<file path="src/execPkg.sv">
`default_nettype none

package execPkg;

    localparam int DataWidth = 32;
    localparam int RegIdWidth = 5;
    localparam int MulSteps = 4; // one 8-bit slice of b per step.

    // one instruction word, read either as R-type or as I-type.
    typedef union packed {
        struct packed {
            logic [5:0] op;
            logic [4:0] rs;
            logic [4:0] rt;
            logic [4:0] rd;
            logic [4:0] shamt;
            logic [5:0] funct;
        } rType;
        struct packed {
            logic [5:0]  op;
            logic [4:0]  rs;
            logic [4:0]  rt;
            logic [15:0] imm;
        } iType;
    } instrWord;

    localparam logic [5:0] OpSpecial  = 6'h00;
    localparam logic [5:0] OpSpecial2 = 6'h1c;
    localparam logic [5:0] OpAddi     = 6'h08;
    localparam logic [5:0] OpAddiu    = 6'h09;
    localparam logic [5:0] OpLui      = 6'h0f;
    localparam logic [5:0] OpLb       = 6'h20;
    localparam logic [5:0] OpLh       = 6'h21;
    localparam logic [5:0] OpLw       = 6'h23;
    localparam logic [5:0] OpLbu      = 6'h24;
    localparam logic [5:0] OpLhu      = 6'h25;
    localparam logic [5:0] OpSb       = 6'h28;
    localparam logic [5:0] OpSh       = 6'h29;
    localparam logic [5:0] OpSw       = 6'h2b;

    localparam logic [5:0] FnSll  = 6'h00;
    localparam logic [5:0] FnMul  = 6'h02; // under OpSpecial2.
    localparam logic [5:0] FnAdd  = 6'h20;
    localparam logic [5:0] FnAddu = 6'h21;
    localparam logic [5:0] FnSubu = 6'h23;
    localparam logic [5:0] FnAnd  = 6'h24;
    localparam logic [5:0] FnOr   = 6'h25;
    localparam logic [5:0] FnSlt  = 6'h2a;

    localparam logic [3:0] AluAdd  = 4'd0;
    localparam logic [3:0] AluAddS = 4'd1; // add that flags signed overflow.
    localparam logic [3:0] AluSub  = 4'd2;
    localparam logic [3:0] AluAnd  = 4'd3;
    localparam logic [3:0] AluOr   = 4'd4;
    localparam logic [3:0] AluSlt  = 4'd5;
    localparam logic [3:0] AluSll  = 4'd6;
    localparam logic [3:0] AluLui  = 4'd7;

    localparam logic [2:0] LdNone  = 3'd0;
    localparam logic [2:0] LdWord  = 3'd1;
    localparam logic [2:0] LdHalf  = 3'd2;
    localparam logic [2:0] LdHalfU = 3'd3;
    localparam logic [2:0] LdByte  = 3'd4;
    localparam logic [2:0] LdByteU = 3'd5;

    localparam logic [1:0] StNone = 2'd0;
    localparam logic [1:0] StWord = 2'd1;
    localparam logic [1:0] StHalf = 2'd2;
    localparam logic [1:0] StByte = 2'd3;

endpackage

`default_nettype wire

</file>
<file path="src/operandForward.sv">
`timescale 1ns/10ps
`default_nettype none

module operandForward import execPkg::*; (
    input  wire [RegIdWidth-1:0] rsNum,
    input  wire [RegIdWidth-1:0] rtNum,
    input  wire [DataWidth-1:0]  rsData,
    input  wire [DataWidth-1:0]  rtData,
    input  wire                  eRegWrite,
    input  wire                  eMemRead,
    input  wire [RegIdWidth-1:0] eRegId,
    input  wire [DataWidth-1:0]  eData,
    input  wire                  mRegWrite,
    input  wire [RegIdWidth-1:0] mRegId,
    input  wire [DataWidth-1:0]  mData,
    output logic [DataWidth-1:0] rsVal,
    output logic [DataWidth-1:0] rtVal
);

    function automatic logic [DataWidth-1:0] pick(
        input logic [RegIdWidth-1:0] num,
        input logic [DataWidth-1:0]  rfData,
        input logic                  eHit,
        input logic                  mHit
    );
        if (num == '0) return '0; // $zero.
        if (eHit) return eData;
        if (mHit) return mData;
        return rfData;
    endfunction

    // a load in the execute register has no data yet.
    always_comb begin
        rsVal = pick(rsNum, rsData, eRegWrite && !eMemRead && eRegId == rsNum,
                     mRegWrite && mRegId == rsNum);
        rtVal = pick(rtNum, rtData, eRegWrite && !eMemRead && eRegId == rtNum,
                     mRegWrite && mRegId == rtNum);
    end

endmodule

`default_nettype wire

</file>
<file path="src/aluCore.sv">
`timescale 1ns/10ps
`default_nettype none

module aluCore import execPkg::*; (
    input  wire [3:0]            aluOp,
    input  wire [DataWidth-1:0]  rsVal,
    input  wire [DataWidth-1:0]  rtVal,
    input  wire [15:0]           imm,
    input  wire                  useImm,
    input  wire                  immSigned,
    input  wire [4:0]            shamt,
    output logic [DataWidth-1:0] aluResult,
    output logic                 overflow
);

    logic [DataWidth-1:0] immExt;
    logic [DataWidth-1:0] opB;
    logic [DataWidth-1:0] sum;

    assign immExt = immSigned ? {{(DataWidth-16){imm[15]}}, imm} : {{(DataWidth-16){1'b0}}, imm};
    assign opB = useImm ? immExt : rtVal;
    assign sum = rsVal + opB;

    always_comb begin
        overflow = 1'b0;
        case (aluOp)
            AluAdd: aluResult = sum; // also load/store address.
            AluAddS: begin
                aluResult = sum;
                // same operand signs, different result sign.
                overflow = (rsVal[DataWidth-1] == opB[DataWidth-1]) &&
                           (sum[DataWidth-1] != rsVal[DataWidth-1]);
            end
            AluSub: aluResult = rsVal - opB;
            AluAnd: aluResult = rsVal & opB;
            AluOr: aluResult = rsVal | opB;
            AluSlt: begin
                aluResult = '0;
                aluResult[0] = $signed(rsVal) < $signed(opB);
            end
            AluSll: aluResult = rtVal << shamt;
            AluLui: aluResult = {imm, {(DataWidth-16){1'b0}}};
            default: aluResult = '0;
        endcase
    end

endmodule

`default_nettype wire

</file>
<file path="src/iterMultiplier.sv">
`timescale 1ns/10ps
`default_nettype none

module iterMultiplier import execPkg::*; (
    input  wire                  Clk,
    input  wire                  reset,
    input  wire                  start,
    input  wire                  abort,
    input  wire                  hold,
    input  wire [DataWidth-1:0]  a,
    input  wire [DataWidth-1:0]  b,
    output logic                 busy,
    output logic                 done,
    output logic [DataWidth-1:0] product
);

    logic [DataWidth-1:0]         aReg;
    logic [DataWidth-1:0]         bReg;
    logic [DataWidth-1:0]         acc;
    logic [$clog2(MulSteps)-1:0]  stepCnt;
    logic [7:0]                   bSlice;
    logic [DataWidth-1:0]         partial;
    logic                         lastStep;

    assign bSlice = bReg[{stepCnt, 3'b000} +: 8];
    // a times one slice, moved up to that slice's weight.
    assign partial = (aReg * {{(DataWidth-8){1'b0}}, bSlice}) << {stepCnt, 3'b000};
    assign lastStep = stepCnt == ($clog2(MulSteps))'(MulSteps - 1);
    assign product = acc;

    always_ff @(posedge Clk) begin
        if (reset || abort) begin
            busy <= 1'b0;
            done <= 1'b0;
            stepCnt <= '0;
        end else if (start) begin
            busy <= 1'b1;
            done <= 1'b0;
            stepCnt <= '0;
        end else if (!hold) begin
            done <= busy && lastStep; // one-cycle pulse unless held.
            if (busy) begin
                stepCnt <= stepCnt + 1'b1;
                if (lastStep) busy <= 1'b0;
            end
        end
    end

    always_ff @(posedge Clk) begin
        if (start) begin
            aReg <= a;
            bReg <= b;
            acc <= '0;
        end else if (busy && !hold) begin
            acc <= acc + partial; // low 32 bits only.
        end
    end

endmodule

`default_nettype wire

</file>
<file path="src/memAccessDecode.sv">
`timescale 1ns/10ps
`default_nettype none

module memAccessDecode import execPkg::*; (
    input  wire [2:0]            loadKind,
    input  wire [1:0]            storeSize,
    input  wire [DataWidth-1:0]  address,
    input  wire [DataWidth-1:0]  rtVal,
    output logic [3:0]           byteEnable,
    output logic                 unaligned,
    output logic [DataWidth-1:0] storeData,
    output logic                 memRead
);

    logic [1:0] offset;

    assign offset = address[1:0];

    always_comb begin
        unaligned = 1'b0;
        byteEnable = 4'b0000; // loads enable no lanes.
        storeData = rtVal;
        case (loadKind)
            LdWord: unaligned = offset != 2'b00;
            LdHalf, LdHalfU: unaligned = offset[0];
            default: ;
        endcase
        case (storeSize)
            StWord: begin
                unaligned = offset != 2'b00;
                byteEnable = 4'b1111;
            end
            StHalf: begin
                unaligned = offset[0];
                byteEnable = 4'b0011 << offset;
                storeData = {2{rtVal[15:0]}};
            end
            StByte: begin
                byteEnable = 4'b0001 << offset;
                storeData = {4{rtVal[7:0]}};
            end
            default: ;
        endcase
        if (unaligned) byteEnable = 4'b0000;
    end

    assign memRead = (loadKind != LdNone) && !unaligned;

endmodule

`default_nettype wire

</file>
<file path="src/execControl.sv">
`timescale 1ns/10ps
`default_nettype none

module execControl import execPkg::*; (
    input  wire                   Clk,
    input  wire                   reset,
    input  wire                   flush,
    input  wire                   memStall,
    input  wire                   inValid,
    input  wire instrWord         instr,
    input  wire [DataWidth-1:0]   pc,
    input  wire [DataWidth-1:0]   aluResult,
    input  wire                   overflow,
    input  wire [3:0]             byteEnable,
    input  wire                   unaligned,
    input  wire [DataWidth-1:0]   storeData,
    input  wire                   memRead,
    input  wire                   mulDone,
    input  wire [DataWidth-1:0]   product,
    output logic [3:0]            aluOp,
    output logic                  useImm,
    output logic                  immSigned,
    output logic [4:0]            shamt,
    output logic [15:0]           imm,
    output logic [2:0]            loadKind,
    output logic [1:0]            storeSize,
    output logic                  mulStart,
    output logic                  busy,
    output logic                  eValid,
    output logic [DataWidth-1:0]  ePc,
    output logic                  eRegWrite,
    output logic [RegIdWidth-1:0] eRegId,
    output logic [DataWidth-1:0]  eData,
    output logic [DataWidth-1:0]  eWriteMemData,
    output logic [3:0]            eByteEnable,
    output logic                  eMemRead,
    output logic [2:0]            eLoadKind,
    output logic                  eOverflow,
    output logic                  eUnaligned
);

    logic                  regWrite;
    logic [RegIdWidth-1:0] destId;
    logic                  isMul;
    logic                  pendingMul;
    logic [DataWidth-1:0]  mulPc;
    logic [RegIdWidth-1:0] mulRegId;
    logic                  takeNew;
    logic                  takeMul;

    assign shamt = instr.rType.shamt;
    assign imm = instr.iType.imm;

    always_comb begin
        aluOp = AluAdd;
        useImm = 1'b1;
        immSigned = 1'b1;
        regWrite = 1'b0;
        destId = instr.iType.rt;
        loadKind = LdNone;
        storeSize = StNone;
        isMul = 1'b0;
        case (instr.iType.op)
            OpSpecial: begin
                useImm = 1'b0;
                destId = instr.rType.rd;
                regWrite = 1'b1;
                case (instr.rType.funct)
                    FnAddu: aluOp = AluAdd;
                    FnAdd: aluOp = AluAddS;
                    FnSubu: aluOp = AluSub;
                    FnAnd: aluOp = AluAnd;
                    FnOr: aluOp = AluOr;
                    FnSlt: aluOp = AluSlt;
                    FnSll: aluOp = AluSll;
                    default: regWrite = 1'b0; // unknown funct has no effect.
                endcase
            end
            OpSpecial2: isMul = instr.rType.funct == FnMul;
            OpAddiu: regWrite = 1'b1;
            OpAddi: begin
                aluOp = AluAddS;
                regWrite = 1'b1;
            end
            OpLui: begin
                aluOp = AluLui;
                immSigned = 1'b0;
                regWrite = 1'b1;
            end
            OpLw: begin
                loadKind = LdWord;
                regWrite = 1'b1;
            end
            OpLh: begin
                loadKind = LdHalf;
                regWrite = 1'b1;
            end
            OpLhu: begin
                loadKind = LdHalfU;
                regWrite = 1'b1;
            end
            OpLb: begin
                loadKind = LdByte;
                regWrite = 1'b1;
            end
            OpLbu: begin
                loadKind = LdByteU;
                regWrite = 1'b1;
            end
            OpSw: storeSize = StWord;
            OpSh: storeSize = StHalf;
            OpSb: storeSize = StByte;
            default: ;
        endcase
    end

    assign busy = pendingMul;
    assign takeMul = pendingMul && mulDone;
    assign takeNew = inValid && !pendingMul && !isMul;
    assign mulStart = inValid && isMul && !pendingMul && !memStall && !flush;

    // flush wins over stall.
    always_ff @(posedge Clk) begin
        if (reset || flush) begin
            pendingMul <= 1'b0;
            eValid <= 1'b0;
            eRegWrite <= 1'b0;
            eMemRead <= 1'b0;
            eByteEnable <= 4'b0000;
            eOverflow <= 1'b0;
            eUnaligned <= 1'b0;
        end else if (!memStall) begin
            if (takeMul) begin
                pendingMul <= 1'b0;
            end else if (mulStart) begin
                pendingMul <= 1'b1; // bubble goes out meanwhile.
            end
            eValid <= takeMul || takeNew;
            eRegWrite <= takeMul || (takeNew && regWrite && !overflow);
            eMemRead <= takeNew && memRead;
            eByteEnable <= takeNew ? byteEnable : 4'b0000;
            eOverflow <= takeNew && overflow;
            eUnaligned <= takeNew && unaligned;
        end
    end

    always_ff @(posedge Clk) begin
        if (mulStart) begin
            mulPc <= pc;
            mulRegId <= instr.rType.rd;
        end
        if (!memStall) begin
            if (takeMul) begin
                ePc <= mulPc;
                eRegId <= mulRegId;
                eData <= product;
                eWriteMemData <= '0;
                eLoadKind <= LdNone;
            end else if (takeNew) begin
                ePc <= pc;
                eRegId <= destId;
                eData <= aluResult; // address for loads and stores.
                eWriteMemData <= storeData;
                eLoadKind <= loadKind;
            end
        end
    end

endmodule

`default_nettype wire

</file>
<file path="src/execStage.sv">
`timescale 1ns/10ps
`default_nettype none

module execStage import execPkg::*; (
    input  wire                   Clk,
    input  wire                   reset,
    input  wire                   inValid,
    input  wire instrWord         instr,
    input  wire [DataWidth-1:0]   pc,
    input  wire [DataWidth-1:0]   rsData,
    input  wire [DataWidth-1:0]   rtData,
    input  wire                   mRegWrite,
    input  wire [RegIdWidth-1:0]  mRegId,
    input  wire [DataWidth-1:0]   mData,
    input  wire                   memStall,
    input  wire                   flush,
    output logic                  busy,
    output logic                  eValid,
    output logic [DataWidth-1:0]  ePc,
    output logic                  eRegWrite,
    output logic [RegIdWidth-1:0] eRegId,
    output logic [DataWidth-1:0]  eData,
    output logic [DataWidth-1:0]  eWriteMemData,
    output logic [3:0]            eByteEnable,
    output logic                  eMemRead,
    output logic [2:0]            eLoadKind,
    output logic                  eOverflow,
    output logic                  eUnaligned
);

    logic [3:0]           aluOp;
    logic                 useImm;
    logic                 immSigned;
    logic [4:0]           shamt;
    logic [15:0]          imm;
    logic [2:0]           loadKind;
    logic [1:0]           storeSize;
    logic                 mulStart;
    logic [DataWidth-1:0] rsVal;
    logic [DataWidth-1:0] rtVal;
    logic [DataWidth-1:0] aluResult;
    logic                 overflow;
    logic [3:0]           byteEnable;
    logic                 unaligned;
    logic [DataWidth-1:0] storeData;
    logic                 memRead;
    logic                 mulDone;
    logic [DataWidth-1:0] product;

    execControl execControl_i (
        .Clk(Clk), .reset(reset), .flush(flush), .memStall(memStall),
        .inValid(inValid), .instr(instr), .pc(pc),
        .aluResult(aluResult), .overflow(overflow),
        .byteEnable(byteEnable), .unaligned(unaligned), .storeData(storeData),
        .memRead(memRead), .mulDone(mulDone), .product(product),
        .aluOp(aluOp), .useImm(useImm), .immSigned(immSigned), .shamt(shamt), .imm(imm),
        .loadKind(loadKind), .storeSize(storeSize), .mulStart(mulStart), .busy(busy),
        .eValid(eValid), .ePc(ePc), .eRegWrite(eRegWrite), .eRegId(eRegId), .eData(eData),
        .eWriteMemData(eWriteMemData), .eByteEnable(eByteEnable), .eMemRead(eMemRead),
        .eLoadKind(eLoadKind), .eOverflow(eOverflow), .eUnaligned(eUnaligned)
    );

    operandForward operandForward_i (
        .rsNum(instr.rType.rs), .rtNum(instr.rType.rt),
        .rsData(rsData), .rtData(rtData),
        .eRegWrite(eRegWrite), .eMemRead(eMemRead), .eRegId(eRegId), .eData(eData),
        .mRegWrite(mRegWrite), .mRegId(mRegId), .mData(mData),
        .rsVal(rsVal), .rtVal(rtVal)
    );

    aluCore aluCore_i (
        .aluOp(aluOp), .rsVal(rsVal), .rtVal(rtVal), .imm(imm),
        .useImm(useImm), .immSigned(immSigned), .shamt(shamt),
        .aluResult(aluResult), .overflow(overflow)
    );

    iterMultiplier iterMultiplier_i (
        .Clk(Clk), .reset(reset), .start(mulStart), .abort(flush), .hold(memStall),
        .a(rsVal), .b(rtVal),
        .busy(), .done(mulDone), .product(product)
    );

    memAccessDecode memAccessDecode_i (
        .loadKind(loadKind), .storeSize(storeSize), .address(aluResult), .rtVal(rtVal),
        .byteEnable(byteEnable), .unaligned(unaligned), .storeData(storeData),
        .memRead(memRead)
    );

endmodule

`default_nettype wire

</file>
<file path="config.mk">
export PLATFORM = sky130hd
export DESIGN_NAME = execStage
export DESIGN_NICKNAME = d
export VERILOG_FILES = /design/src/execPkg.sv /design/src/operandForward.sv /design/src/aluCore.sv /design/src/iterMultiplier.sv /design/src/memAccessDecode.sv /design/src/execControl.sv /design/src/execStage.sv
export SDC_FILE = /design/constraint.sdc
export NUM_CORES = 1
export LEC_CHECK = 0
export BUFFER_PORTS_ARGS = -buffer_cell sky130_fd_sc_hd__clkbuf_2
export CAP_MARGIN = 20
export CORE_ASPECT_RATIO = 2
export CORE_MARGIN = 2
export CORE_UTILIZATION = 55
export DETAILED_ROUTE_END_ITERATION = 10
export HOLD_SLACK_MARGIN = 0.05
export PLACE_DENSITY = 0.78
export SYNTH_ARGS = -nofsm -noshare
export SYNTH_HDL_FRONTEND = slang
export SYNTH_SLANG_ARGS = --single-unit
</file>
<file path="constraint.sdc">
create_clock -name Clk -period 28.4 [get_ports Clk]
set_input_delay 4.26 -clock Clk [delete_from_list [all_inputs] [get_ports Clk]]
set_output_delay 4.26 -clock Clk [all_outputs]
set_load 0.01 [all_outputs]
</file>
Word level (Yosys, flattened, before mapping)

Index checks and enable logic that the tools add are counted.

Bits in registers: 251
Input port bits: 171
Output and inout bits: 114

Add/subtract/negate cells: 4
Multipliers: 1
Order comparisons: 1
Equality and inequality tests: 40
Shift-type cells: 5
Multiplexer cells: 56
Bitwise logic cells: 3
Reductions and logical operators: 48

Operator list:

| cell               | count |
|---|---|
| $mux 32            | 19 |
| $pmux 32 s7        | 1 |
| $eq 6x6->1 const B | 14 |
| $add 32x32->32     | 2 |
| $pmux 32 s2        | 1 |
| $shl 32x5->32      | 2 |
| $and 32x32->32     | 1 |
| $lt 32x32->1       | 1 |
| $mul 32x8->32      | 1 |
| $or 32x32->32      | 1 |
| $shiftx 32x6->8    | 1 |
| $sub 32x32->32     | 1 |
| $pmux 4 s3         | 2 |
| $logic_and 1x1->1  | 21 |
| $mux 1             | 21 |
| $eq 5x5->1         | 4 |
| $eq 6x4->1 const B | 3 |
| $pmux 3 s6         | 1 |
| $eq 4x3->1 const B | 4 |
| $mux 5             | 3 |
| $pmux 3 s5         | 1 |
| $logic_not 6->1    | 2 |
| $logic_not 5->1    | 2 |
| $eq 4x2->1 const B | 2 |
| other kinds (27)   | 47 |

Longest topological paths before layout

Gate-level depths: netlist of run 1.

Depth after elaboration: 19
Gate-level depth with buffers: 38

By module

A second synthesis of run 1 with hierarchy kept.

Cells, all modules: 3,148
Area, all modules: 28,501.1 um2

By module, submodules not included:

| module          | instances | cells each | area an instance (um2) | seq. area each (um2) |
|---|---|---|---|---|
| iterMultiplier  | 1         | 1,274      | 11,981.5               | 2,642.5 |
| aluCore         | 1         | 1,022      | 7,120.6                | 0.0 |
| execControl     | 1         | 385        | 6,286.0                | 4,434.3 |
| operandForward  | 1         | 377        | 2,524.9                | 0.0 |
| memAccessDecode | 1         | 90         | 588.1                  | 0.0 |

Worst setup path before layout of run 1

Ideal clock, no wire load.

Path type: input to register
From: in memStall
To: reg execControl_i.eData[0], enable pin
Arrival: 11.793 ns
Required time: 27.687 ns
Slack: 15.894 ns
Stages on the path: 2
Path buffers: 1
Cells stage by stage: clkbuf_1 > o21ai_0

Cells in the longest elaborated chain, start to end: 2

Ends and longest elaborated chain:

| item                              | line               | text |
|---|---|---|
| start: declaration                | execStage.sv:15    | `input wire memStall,` |
| $not 1->1 (no source line)        | --                 |  |
| $reduce_and 2->1 (no source line) | --                 |  |
| end signal: assignment            | execControl.sv:156 | `eData <= product;` |
| end signal: assignment            | execControl.sv:162 | `eData <= aluResult;` |
| end: declaration                  | execControl.sv:33  | `output logic [DataWidth-1:0] eData,` |

Every way passes these cells.
A chain may end at the register's enable or synchronous reset.

Worst setup path in the final report of run 1

From: in instr[20] (netlist name)
To: reg execControl_i.eData[27], data pin

Cells in the longest elaborated chain, start to end: 13

Ends and longest elaborated chain:

| item                                                    | line                         | text |
|---|---|---|
| start: declaration                                      | execStage.sv:8               | `input wire instrWord instr,` |
| $eq 5x5->1                                              | operandForward.sv:37         | `mRegWrite && mRegId == rtNum);` |
| $logic_and 1x1->1                                       | operandForward.sv:37         |  |
| $mux 1 (2 in a row)                                     | operandForward.sv:28         | `if (mHit) return mData;` |
| $mux 1                                                  | operandForward.sv:27         | `if (eHit) return eData;` |
| $mux 32                                                 | operandForward.sv:29         | `return rfData;` |
| $mux 32                                                 | operandForward.sv:28         |  |
| $mux 32 *                                               | operandForward.sv:27         |  |
| named net aluCore_i.rtVal[5]                            | aluCore.sv:7                 | `input wire [DataWidth-1:0] rtVal,` |
| $mux 32                                                 | aluCore.sv:21                | `assign opB = useImm ? immExt : rtVal;` |
| $sub 32x32->32 / $add 32x32->32 (equally long branches) | aluCore.sv:34, aluCore.sv:22 |  |
| $pmux 32 s7 *                                           | aluCore.sv:26                | `case (aluOp)` |
| $mux 32 *                                               | execControl.sv:159           | `end else if (takeNew) begin` |
| $mux 32 *                                               | execControl.sv:153           | `if (takeMul) begin` |

The timed path passes the listed nets; every way through them passes the cells marked *. The select of a mux whose other input is x is not followed.

==> results.toml, run 1 <==
[pwr]
ir_drop_uv = 59.9
fin_total_pwr_mw = 1.05
power.density_nw_per_um2 = 35.4
p_leak_nw = 13.2

[clock_tree]
cts_tree = "yes"
clk_pin_slew_worst_paths_ns = 0.07
numCtsBuffers = 24
post_cts_buffers = 0
clk_latency_ns = 0.58
cts.hold.buffers_added = 0
cts_resized = 0
cts_num_sinks = 251
root_buffer = "clkbuf_16"
cts-htree-levels = 1
clock_path_buffers = 3

[critical_path]
crit_buf_inv = 3
crit_slowest_cell = "a211oi_2"
path_cells = "clkbuf_2 > xor2_1 > nor4_1 > and3_2 > buf_4 > mux2i_1 > a211oi_2 > nand2_1 > nand2_1 > inv_1 > ha_1 > nor2b_1 > a211oi_1 > o311ai_1 > nand2_1 > nor4b_1 > o211ai_1 > a311oi_1 > o41ai_1 > a22oi_1 > nor2_1 > a21oi_1 > a41oi_1"
crit_start = "instr[20]"
cpMostUsedCell = "nand2_1"
crit_path_max_incr_delay_ns = 0.81
worst-path-max-fanout = 32
crit_type = "in2reg"
arrival_ns = 10.45
required_ns = 28.70
critical-path-top-delay-family = "compound AO/OA/AOI/OAI gates"
endpoint_kind = "flip-flop"
r2r_start = "iterMultiplier_i.stepCnt[0]$_SDFFE_PP0P_"
worstSetupStartpointType = "primary input"

[die]
die-area_sq_um = 50500
die_w_um = 160
ios = 285
initial_core_util_pct = 55.5
die_h_um = 316
core-area_sq_um = 48200
fp-row-count = 114

[worst_hold_path]
hold_path_startpoint = "iterMultiplier_i.product[10]$_SDFFE_PP0P_"
hp-class = "reg2reg"

[timing]
worstMarginPinSlew_ns = 1.29
period_needed_ns = 10.16
hold_viol = 0
fin_crit_sh_pct = 35.8
maxSlewViolCount = 0
clock-skew-final_ns = 0.0189
max_freq_mhz = 98.4
grt_setup_unrepaired = "no"
timing.slew.headroom_pct = 12.5
fin_tns_setup_ns = 0
finalSetupViolCount = 0

[drt]
drt-total-wl_mm = 116
postRouteAntennaNets = 0
via_per_inst = 6.53
first_iter_violations = 2758
wl_per_cell_um = 29.3
via_count = 25700
drcViolationCount = 0
drt_pre_antenna_iters = 7

[synth]
synth_ff_type = "edfxtp_1"
syn_nets = 3597
synth.area.top_cells = "edfxtp_1 (23%), fa_1 (12%), ha_1 (8.1%), nand2_1 (5.4%), mux2i_1 (4.5%)"
avgSynthCellArea_sq_um = 8.65
syn_inst = 3093
yosysWarningCount = 0
synth.distinct_cells = 90
yosysMostFrequentCell = "nand2_1"
yosysTopAreaCell = "edfxtp_1"
synth_top_area_share_pct = 23.0
synth-seq-cells = 251
synth_edf_count = 205
async_flop_share_pct = 0
synth_common_cells = "nand2_1 (384), nor2_1 (268), inv_1 (256), edfxtp_1 (205), a21oi_1 (196)"
ys_seq_area_share_pct = 26.5
syn_area_sq_um = 26800

[placement]
gp_congestion = 1.11
port-buffer-count = 284
dp_hpwl_mm = 90.9

[finish]
drive_gt1_share_pct = 14.4
syn_to_final_growth_pct = 10.7
layout.nets = 3783
multi_input_area_sq_um = 18000
regArea_sq_um = 7080
fillers = 4228
post-route-util_pct = 61.4

[job]
cap_violations = 0

[global_routing]
grt_overflow = 0
grt_pass1_vias = 26100
antenna_found_initial = 10
grt_util_all_layers_pct = 45.0
grt_max_degree = 76
grt_pass1_wl_mm = 166

[outcome]
status = "finished, final reports clean"
==> cell type report <==
class / count / area share [%]
Antenna cell: 5 / 0.0423
Clock buffer: 28 / 2.08
Sequential cell: 251 / 23.9
Tap cell: 638 / 2.70
Inverter: 261 / 3.31
Timing Repair Buffer: 335 / 6.16
Clock inverter: 16 / 0.854
Multi-Input combinational cell: 2406 / 61.0
==> per-stage QoR <==
stage / worst slack (ns) / std cells / cell area (sq um) / hold WS, ns
CTS: 18.04 / 3930 / 29500 / 0.488
floorplan: 15.89 / 3093 / 26800 / 0.449
finish: 18.24 / 3940 / 29600 / 0.488
global route: 17.90 / 3936 / 29600 / 0.508
global placement: 17.84 / 3886 / 28700 / 0.469
detailed placement: 17.84 / 3886 / 28700 / 0.474
==> path summary, 6_finish.rpt <==
kind	end	slack, ns	cells after the start
min	iterMultiplier_i.product[10]$_SDFFE_PP0P_	0.49	2
min reg2reg	iterMultiplier_i.product[10]$_SDFFE_PP0P_	0.49	2
max	execControl_i.eData[27]$_DFFE_PP_	18.24	23
max reg2reg	iterMultiplier_i.product[30]$_SDFFE_PP0P_	18.46	29
==> cells by family after synthesis <==
kind of cell    after synthesis  share of synthesized area [%]
simple gates               1073                           18.7
compound gates              758                           19.0
buf+inv                     436                           6.43
fa+ha+maj                   333                           20.0
flops                       251                           26.5
mux                         148                           6.26
xor+xnor                     94                           3.13
==> registers in the layout, indices dropped and copies added, names as in the netlist, 2 cells and up <==
register and count:
iterMultiplier_i.bReg 32, execControl_i.eByteEnable 4, execControl_i.mulPc 32, execControl_i.eWriteMemData 32
iterMultiplier_i.stepCnt 2, execControl_i.mulRegId 5, execControl_i.ePc 32, execControl_i.eLoadKind 3
execControl_i.eRegId 5, execControl_i.eData 32, iterMultiplier_i.aReg 32, iterMultiplier_i.product 32
==> metal layers <==
layer	global-route usage [%]	vias up	share of wire, %
met5	0	-	0.011
met4	42.8	2	12
met3	9.81	596	8.3
met2	77.9	1608	48
met1	44.3	12400	31
li1	-	11200	-
==> where the power goes <==
| part | leakage (nW) | total [mW] | internal [mW] | switching [mW] |
|---|---|---|---|---|
| clock | 0.420 | 0.372 | 0.212 | 0.160 |
| combinational | 10.5 | 0.256 | 0.0874 | 0.168 |
| sequential | 2.25 | 0.418 | 0.410 | 0.00788 |
| total | 13.2 | 1.05 | 0.710 | 0.337 |
==> tightest hold or removal path, delay by kind of cell (launching register included) <==
kind,cells,cell delay [ns]
flip-flops,1,0.33
AND/OR/NAND/NOR,1,0.06
AO/OA/AOI/OAI,1,0.05
==> placed cells by master, fill, tap and decap left out, types with 119 or more instances in the layout <==
master and count:
nand2_1 383, ha_1 174, o21ai_0 132, and2_1 165
fa_1 159, clkbuf_2 284, a21oi_1 194, nor2_1 267
mux2i_1 119, edfxtp_1 205, inv_1 256
(Power assumes the default switching activity.)
==> run 2: changes to the inputs <==
--- a/config.mk
+++ b/config.mk
@@ -5,6 +5,7 @@
 export SDC_FILE = /design/constraint.sdc
 export NUM_CORES = 1
 export LEC_CHECK = 0
+export ABC_AREA = 1
 export BUFFER_PORTS_ARGS = -buffer_cell sky130_fd_sc_hd__clkbuf_2
 export CAP_MARGIN = 20
 export CORE_ASPECT_RATIO = 2
==> constraint.sdc (replaced) <==
create_clock -name Clk -period 9.6 [get_ports Clk]
set_input_delay 1.44 -clock Clk [delete_from_list [all_inputs] [get_ports Clk]]
set_output_delay 1.44 -clock Clk [all_outputs]
set_load 0.01 [all_outputs]
==> run 2 against run 1 <==
  * The run now fails in global routing
  * Synthesized cell count grew 27%
  * Synthesized area grew 3.2%
==> results.toml, run 2 <==
[clock_tree]
cts.hold.buffers_added = 0
cts-htree-levels = 1
cts_resized = 0
numCtsBuffers = 23
clock_path_buffers = 3
cts_num_sinks = 251
root_buffer = "clkbuf_16"
post_cts_buffers = 0

[synth]
synth_ff_type = "edfxtp_1"
avgSynthCellArea_sq_um = 7.01
ys_seq_area_share_pct = 25.6
synth.distinct_cells = 60
synth_common_cells = "nand2_1 (797), inv_1 (570), nor2_1 (527), nand3_1 (358), a21oi_1 (276)"
async_flop_share_pct = 0
syn_nets = 4444
syn_inst = 3940
yosysWarningCount = 0
yosysMostFrequentCell = "nand2_1"
synth.area.top_cells = "edfxtp_1 (22%), fa_1 (12%), nand2_1 (11%), ha_1 (7.9%), inv_1 (7.8%)"
synth-seq-cells = 251
synth_top_area_share_pct = 22.3
synth_edf_count = 205
yosysTopAreaCell = "edfxtp_1"
syn_area_sq_um = 27600

[die]
initial_core_util_pct = 55.4
die_w_um = 162
ios = 285
fp-row-count = 116
die_h_um = 321

[outcome]
stop_stage = "global routing"
error_message = "[ERROR GRT-0116] Global routing finished with congestion. Check the congestion regions in the DRC Viewer."
status = "stopped before the end"

[placement]
dp_hpwl_mm = 112
port-buffer-count = 284
gp_congestion = 1.19

[global_routing]
grt_pass1_wl_mm = 212
grt_max_degree = 68
grt_util_all_layers_pct = 56.9
grt_overflow = 5
grt_pass1_vias = 32100
## run 2: cell count changes after synthesis, moves of 31 or more
cell / change
and2_1: -166
nand3_1: +322
mux2i_1: -114
xnor2_1: -43
o21ai_0: +97
clkbuf_1: -33
a211oi_1: -39
a21oi_1: +80
nor2b_1: -51
a21o_1: -31
nor2_1: +259
inv_1: +314
nand2_1: +413
## run 2: logic make-up after synthesis
group,Yosys count,synth area share [%]
compound gates,714,14.9
mux,7,0.263
fa+ha+maj,333,19.4
buf+inv,767,10.6
flops,251,25.6
xor+xnor,41,1.30
simple gates,1827,27.9
## run 2: per-stage QoR
| stage | utilization [%] | std cells | cell area [sq um] | hold slack [ns] | setup WS (ns) |
|---|---|---|---|---|---|
| after floorplan | - | 3940 | 27600 | 0.443 | 0.108 |
| after global placement | 59.5 | 4760 | 29600 | 0.451 | 1.59 |
| after detailed placement | 59.5 | 4760 | 29600 | 0.461 | 1.47 |
| after CTS | 61.1 | 4802 | 30400 | 0.470 | 1.42 |
## run 2: routing by layer
| layer | track usage, % | overflow |
|---|---|---|
| met1 | 52.3 | 0 |
| met3 | 23.5 | 0 |
| met4 | 66.1 | 3 |
| met2 | 87.9 | 2 |
| met5 | 0.290 | 0 |
==> run 3: changes to the inputs <==
--- a/config.mk
+++ b/config.mk
@@ -8,12 +8,10 @@
 export ABC_AREA = 1
 export BUFFER_PORTS_ARGS = -buffer_cell sky130_fd_sc_hd__clkbuf_2
 export CAP_MARGIN = 20
-export CORE_ASPECT_RATIO = 2
 export CORE_MARGIN = 2
-export CORE_UTILIZATION = 55
+export CORE_UTILIZATION = 40
 export DETAILED_ROUTE_END_ITERATION = 10
-export HOLD_SLACK_MARGIN = 0.05
-export PLACE_DENSITY = 0.78
+export PLACE_DENSITY_LB_ADDON = 0.15
 export SYNTH_ARGS = -nofsm -noshare
 export SYNTH_HDL_FRONTEND = slang
 export SYNTH_SLANG_ARGS = --single-unit
==> run 3 against run 2 <==
  * The run now ends clean
  * Synthesized area unchanged
  * Synthesized cell count unchanged
==> results.toml, run 3 <==
[outcome]
status = "finished, final reports clean"

[critical_path]
required_ns = 10.05
worstSetupStartpointType = "flip-flop"
crit_type = "reg2reg"
reg2reg_depth = 37
cpMostUsedCell = "nand2_1"
r2r-end = "iterMultiplier_i.product[30]$_SDFFE_PP0P_"
r2r_start = "iterMultiplier_i.stepCnt[0]$_SDFFE_PP0P_"
crit_slowest_cell = "nand2_1"
crit_buf_inv = 6
cp.depth = 37
crit_path_max_incr_delay_ns = 0.59
r2r_slack_ns = 1.10
critical-path-top-delay-family = "adder cells"
endpoint_kind = "flip-flop"
worst-path-max-fanout = 49
arrival_ns = 8.95

[pwr]
ir_drop_uv = 134
switchingPower_mw = 1.17
p_seq_share_pct = 36.9
fin_total_pwr_mw = 3.37
internal_power_mw = 2.20
clock_power_share_pct = 39.6
p_leak_nw = 15.3
p_comb_share_pct = 23.5
power.density_nw_per_um2 = 109
p_sw_share_pct = 34.7

[die]
core-area_sq_um = 68500
die_w_um = 267
initial_core_util_pct = 40.3
die_h_um = 267
ios = 285
die-area_sq_um = 71100
fp-row-count = 96

[synth]
synth_top_area_share_pct = 22.3
synth_edf_count = 205
synth-seq-cells = 251
yosysTopAreaCell = "edfxtp_1"
ys_seq_area_share_pct = 25.6
yosysWarningCount = 0
async_flop_share_pct = 0
synth_common_cells = "nand2_1 (797), inv_1 (570), nor2_1 (527), nand3_1 (358), a21oi_1 (276)"
syn_area_sq_um = 27600
synth.area.top_cells = "edfxtp_1 (22%), fa_1 (12%), nand2_1 (11%), ha_1 (7.9%), inv_1 (7.8%)"
syn_nets = 4444
synth_ff_type = "edfxtp_1"
yosysMostFrequentCell = "nand2_1"
avgSynthCellArea_sq_um = 7.01
syn_inst = 3940
synth.distinct_cells = 60

[worst_hold_path]
min_to = "iterMultiplier_i.busy$_SDFFE_PP0P_"
hold_path_startpoint = "iterMultiplier_i.busy$_SDFFE_PP0P_"
whs_path_depth = 2
hp-class = "reg2reg"

[timing]
fin_crit_sh_pct = 88.6
worstMarginPinSlew_ns = 1.23
clock-skew-final_ns = 0.0285
hold_slack_ns = 0.466
max_freq_mhz = 118
grt_setup_unrepaired = "no"
timing.slew.headroom_pct = 17.0
hold_viol = 0
finalSetupViolCount = 0
period_needed_ns = 8.50
layout_setup_ws_ns = 1.10
maxSlewViolCount = 0
fin_tns_setup_ns = 0

[finish]
layout.cells.non_filler = 5043
post-route-util_pct = 45.2
fillers = 7212
mostFrequentLayoutCells = "nand2_1 (796), inv_1 (570), nor2_1 (525), nand3_1 (357), clkbuf_2 (284)"
layout.nets = 4638
fin_area_sq_um = 31000
syn_to_final_growth_pct = 12.1
drive_gt1_share_pct = 11.3
mostFrequentLayoutCell = "nand2_1"

[clock_tree]
root_buffer = "clkbuf_16"
cts_tree = "yes"
post_cts_buffers = 0
cts_num_sinks = 251
cts-htree-levels = 2
numCtsBuffers = 34
clk_latency_ns = 0.58
cts_resized = 0
clock_path_buffers = 3
clk_pin_slew_worst_paths_ns = 0.06
cts.hold.buffers_added = 0

[global_routing]
antenna_found_initial = 6
grt_pass1_wl_mm = 175
grt_util_all_layers_pct = 33.5
grt_max_degree = 65
grt_overflow = 0
grt_pass1_vias = 27100

[drt]
via_count = 28200
drt-total-wl_mm = 122
drcViolationCount = 0
wl_per_cell_um = 24.1
via_per_inst = 5.60
first_iter_violations = 2774
drt_pre_antenna_iters = 6
postRouteAntennaNets = 0

[placement]
place_worst_setup_slack_ns = 1.26
placed_cell_area_sq_um = 29800
dp_hpwl_mm = 98.1
gp_congestion = 1.03
dp.cells = 4978
port-buffer-count = 284

[job]
cap_violations = 0
[run 3: kinds of logic after synthesis]
logic type / after synthesis / synth area share (%)
and+or+nand+nor: 1827 / 27.9
buffers and inverters: 767 / 10.6
AOI/OAI and AO/OA: 714 / 14.9
adders and majority gates: 333 / 19.4
DFF: 251 / 25.6
xor gates and xnor gates: 41 / 1.30
muxes: 7 / 0.263
[run 3: worst max-delay path by stage]
stage	start	endpoint	slack (ns)
detailed placement	iterMultiplier_i.stepCnt[0]$_SDFFE_PP0P_	iterMultiplier_i.product[29]$_SDFFE_PP0P_	1.26
floorplan	memStall	execControl_i.eData[0]$_DFFE_PP_	0.11
global route	iterMultiplier_i.stepCnt[0]$_SDFFE_PP0P_	iterMultiplier_i.product[27]$_SDFFE_PP0P_	0.48
global placement	iterMultiplier_i.stepCnt[0]$_SDFFE_PP0P_	iterMultiplier_i.product[29]$_SDFFE_PP0P_	1.14
finish	iterMultiplier_i.stepCnt[0]$_SDFFE_PP0P_	iterMultiplier_i.product[30]$_SDFFE_PP0P_	1.10
CTS	iterMultiplier_i.stepCnt[0]$_SDFFE_PP0P_	iterMultiplier_i.product[30]$_SDFFE_PP0P_	1.23
[run 3: final cells by class]
type | instances | area, sq um | area share (%)
antenna | 1 | 2.50 | 0.00808
clock buffer | 39 | 870 | 2.81
clock inverter | 23 | 279 | 0.901
inverter | 602 | 2260 | 7.30
multi-input combinational | 2922 | 17600 | 57.0
sequential | 251 | 7080 | 22.9
tap | 882 | 1100 | 3.57
timing repair buffer | 323 | 1710 | 5.54
[run 3: worst register-to-register path, delay by kind of cell, from the launching register on]
| family | cells | cell delay, ns |
|---|---|---|
| adders and majority gates | 6 | 2.57 |
| and+or+nand+nor | 16 | 2.54 |
| AOI/OAI and AO/OA | 8 | 1.75 |
| buffers and inverters | 6 | 0.81 |
| xor gates and xnor gates | 1 | 0.38 |
| DFF | 1 | 0.32 |
[run 3: routing by layer]
| metal | wire length (um) | vias to the layer above | global-route usage, % |
|---|---|---|---|
| li1 | - | 13300 | - |
| met1 | 47400 | 13300 | 41.6 |
| met2 | 55500 | 1312 | 54.2 |
| met3 | 9190 | 325 | 4.90 |
| met4 | 9410 | 2 | 22.7 |
| met5 | 14 | - | 0 |
[run 3: power by group through the flow]
| stage | Combinational [mW] | Clock [mW] | Sequential, mW |
|---|---|---|---|
| floorplan | 0.441 | 0 | 1.27 |
| global placement | 0.767 | 0 | 1.26 |
| detailed placement | 0.769 | 0 | 1.26 |
| CTS | 0.772 | 1.36 | 1.24 |
| global route | 0.848 | 1.39 | 1.24 |
| finish | 0.792 | 1.33 | 1.24 |
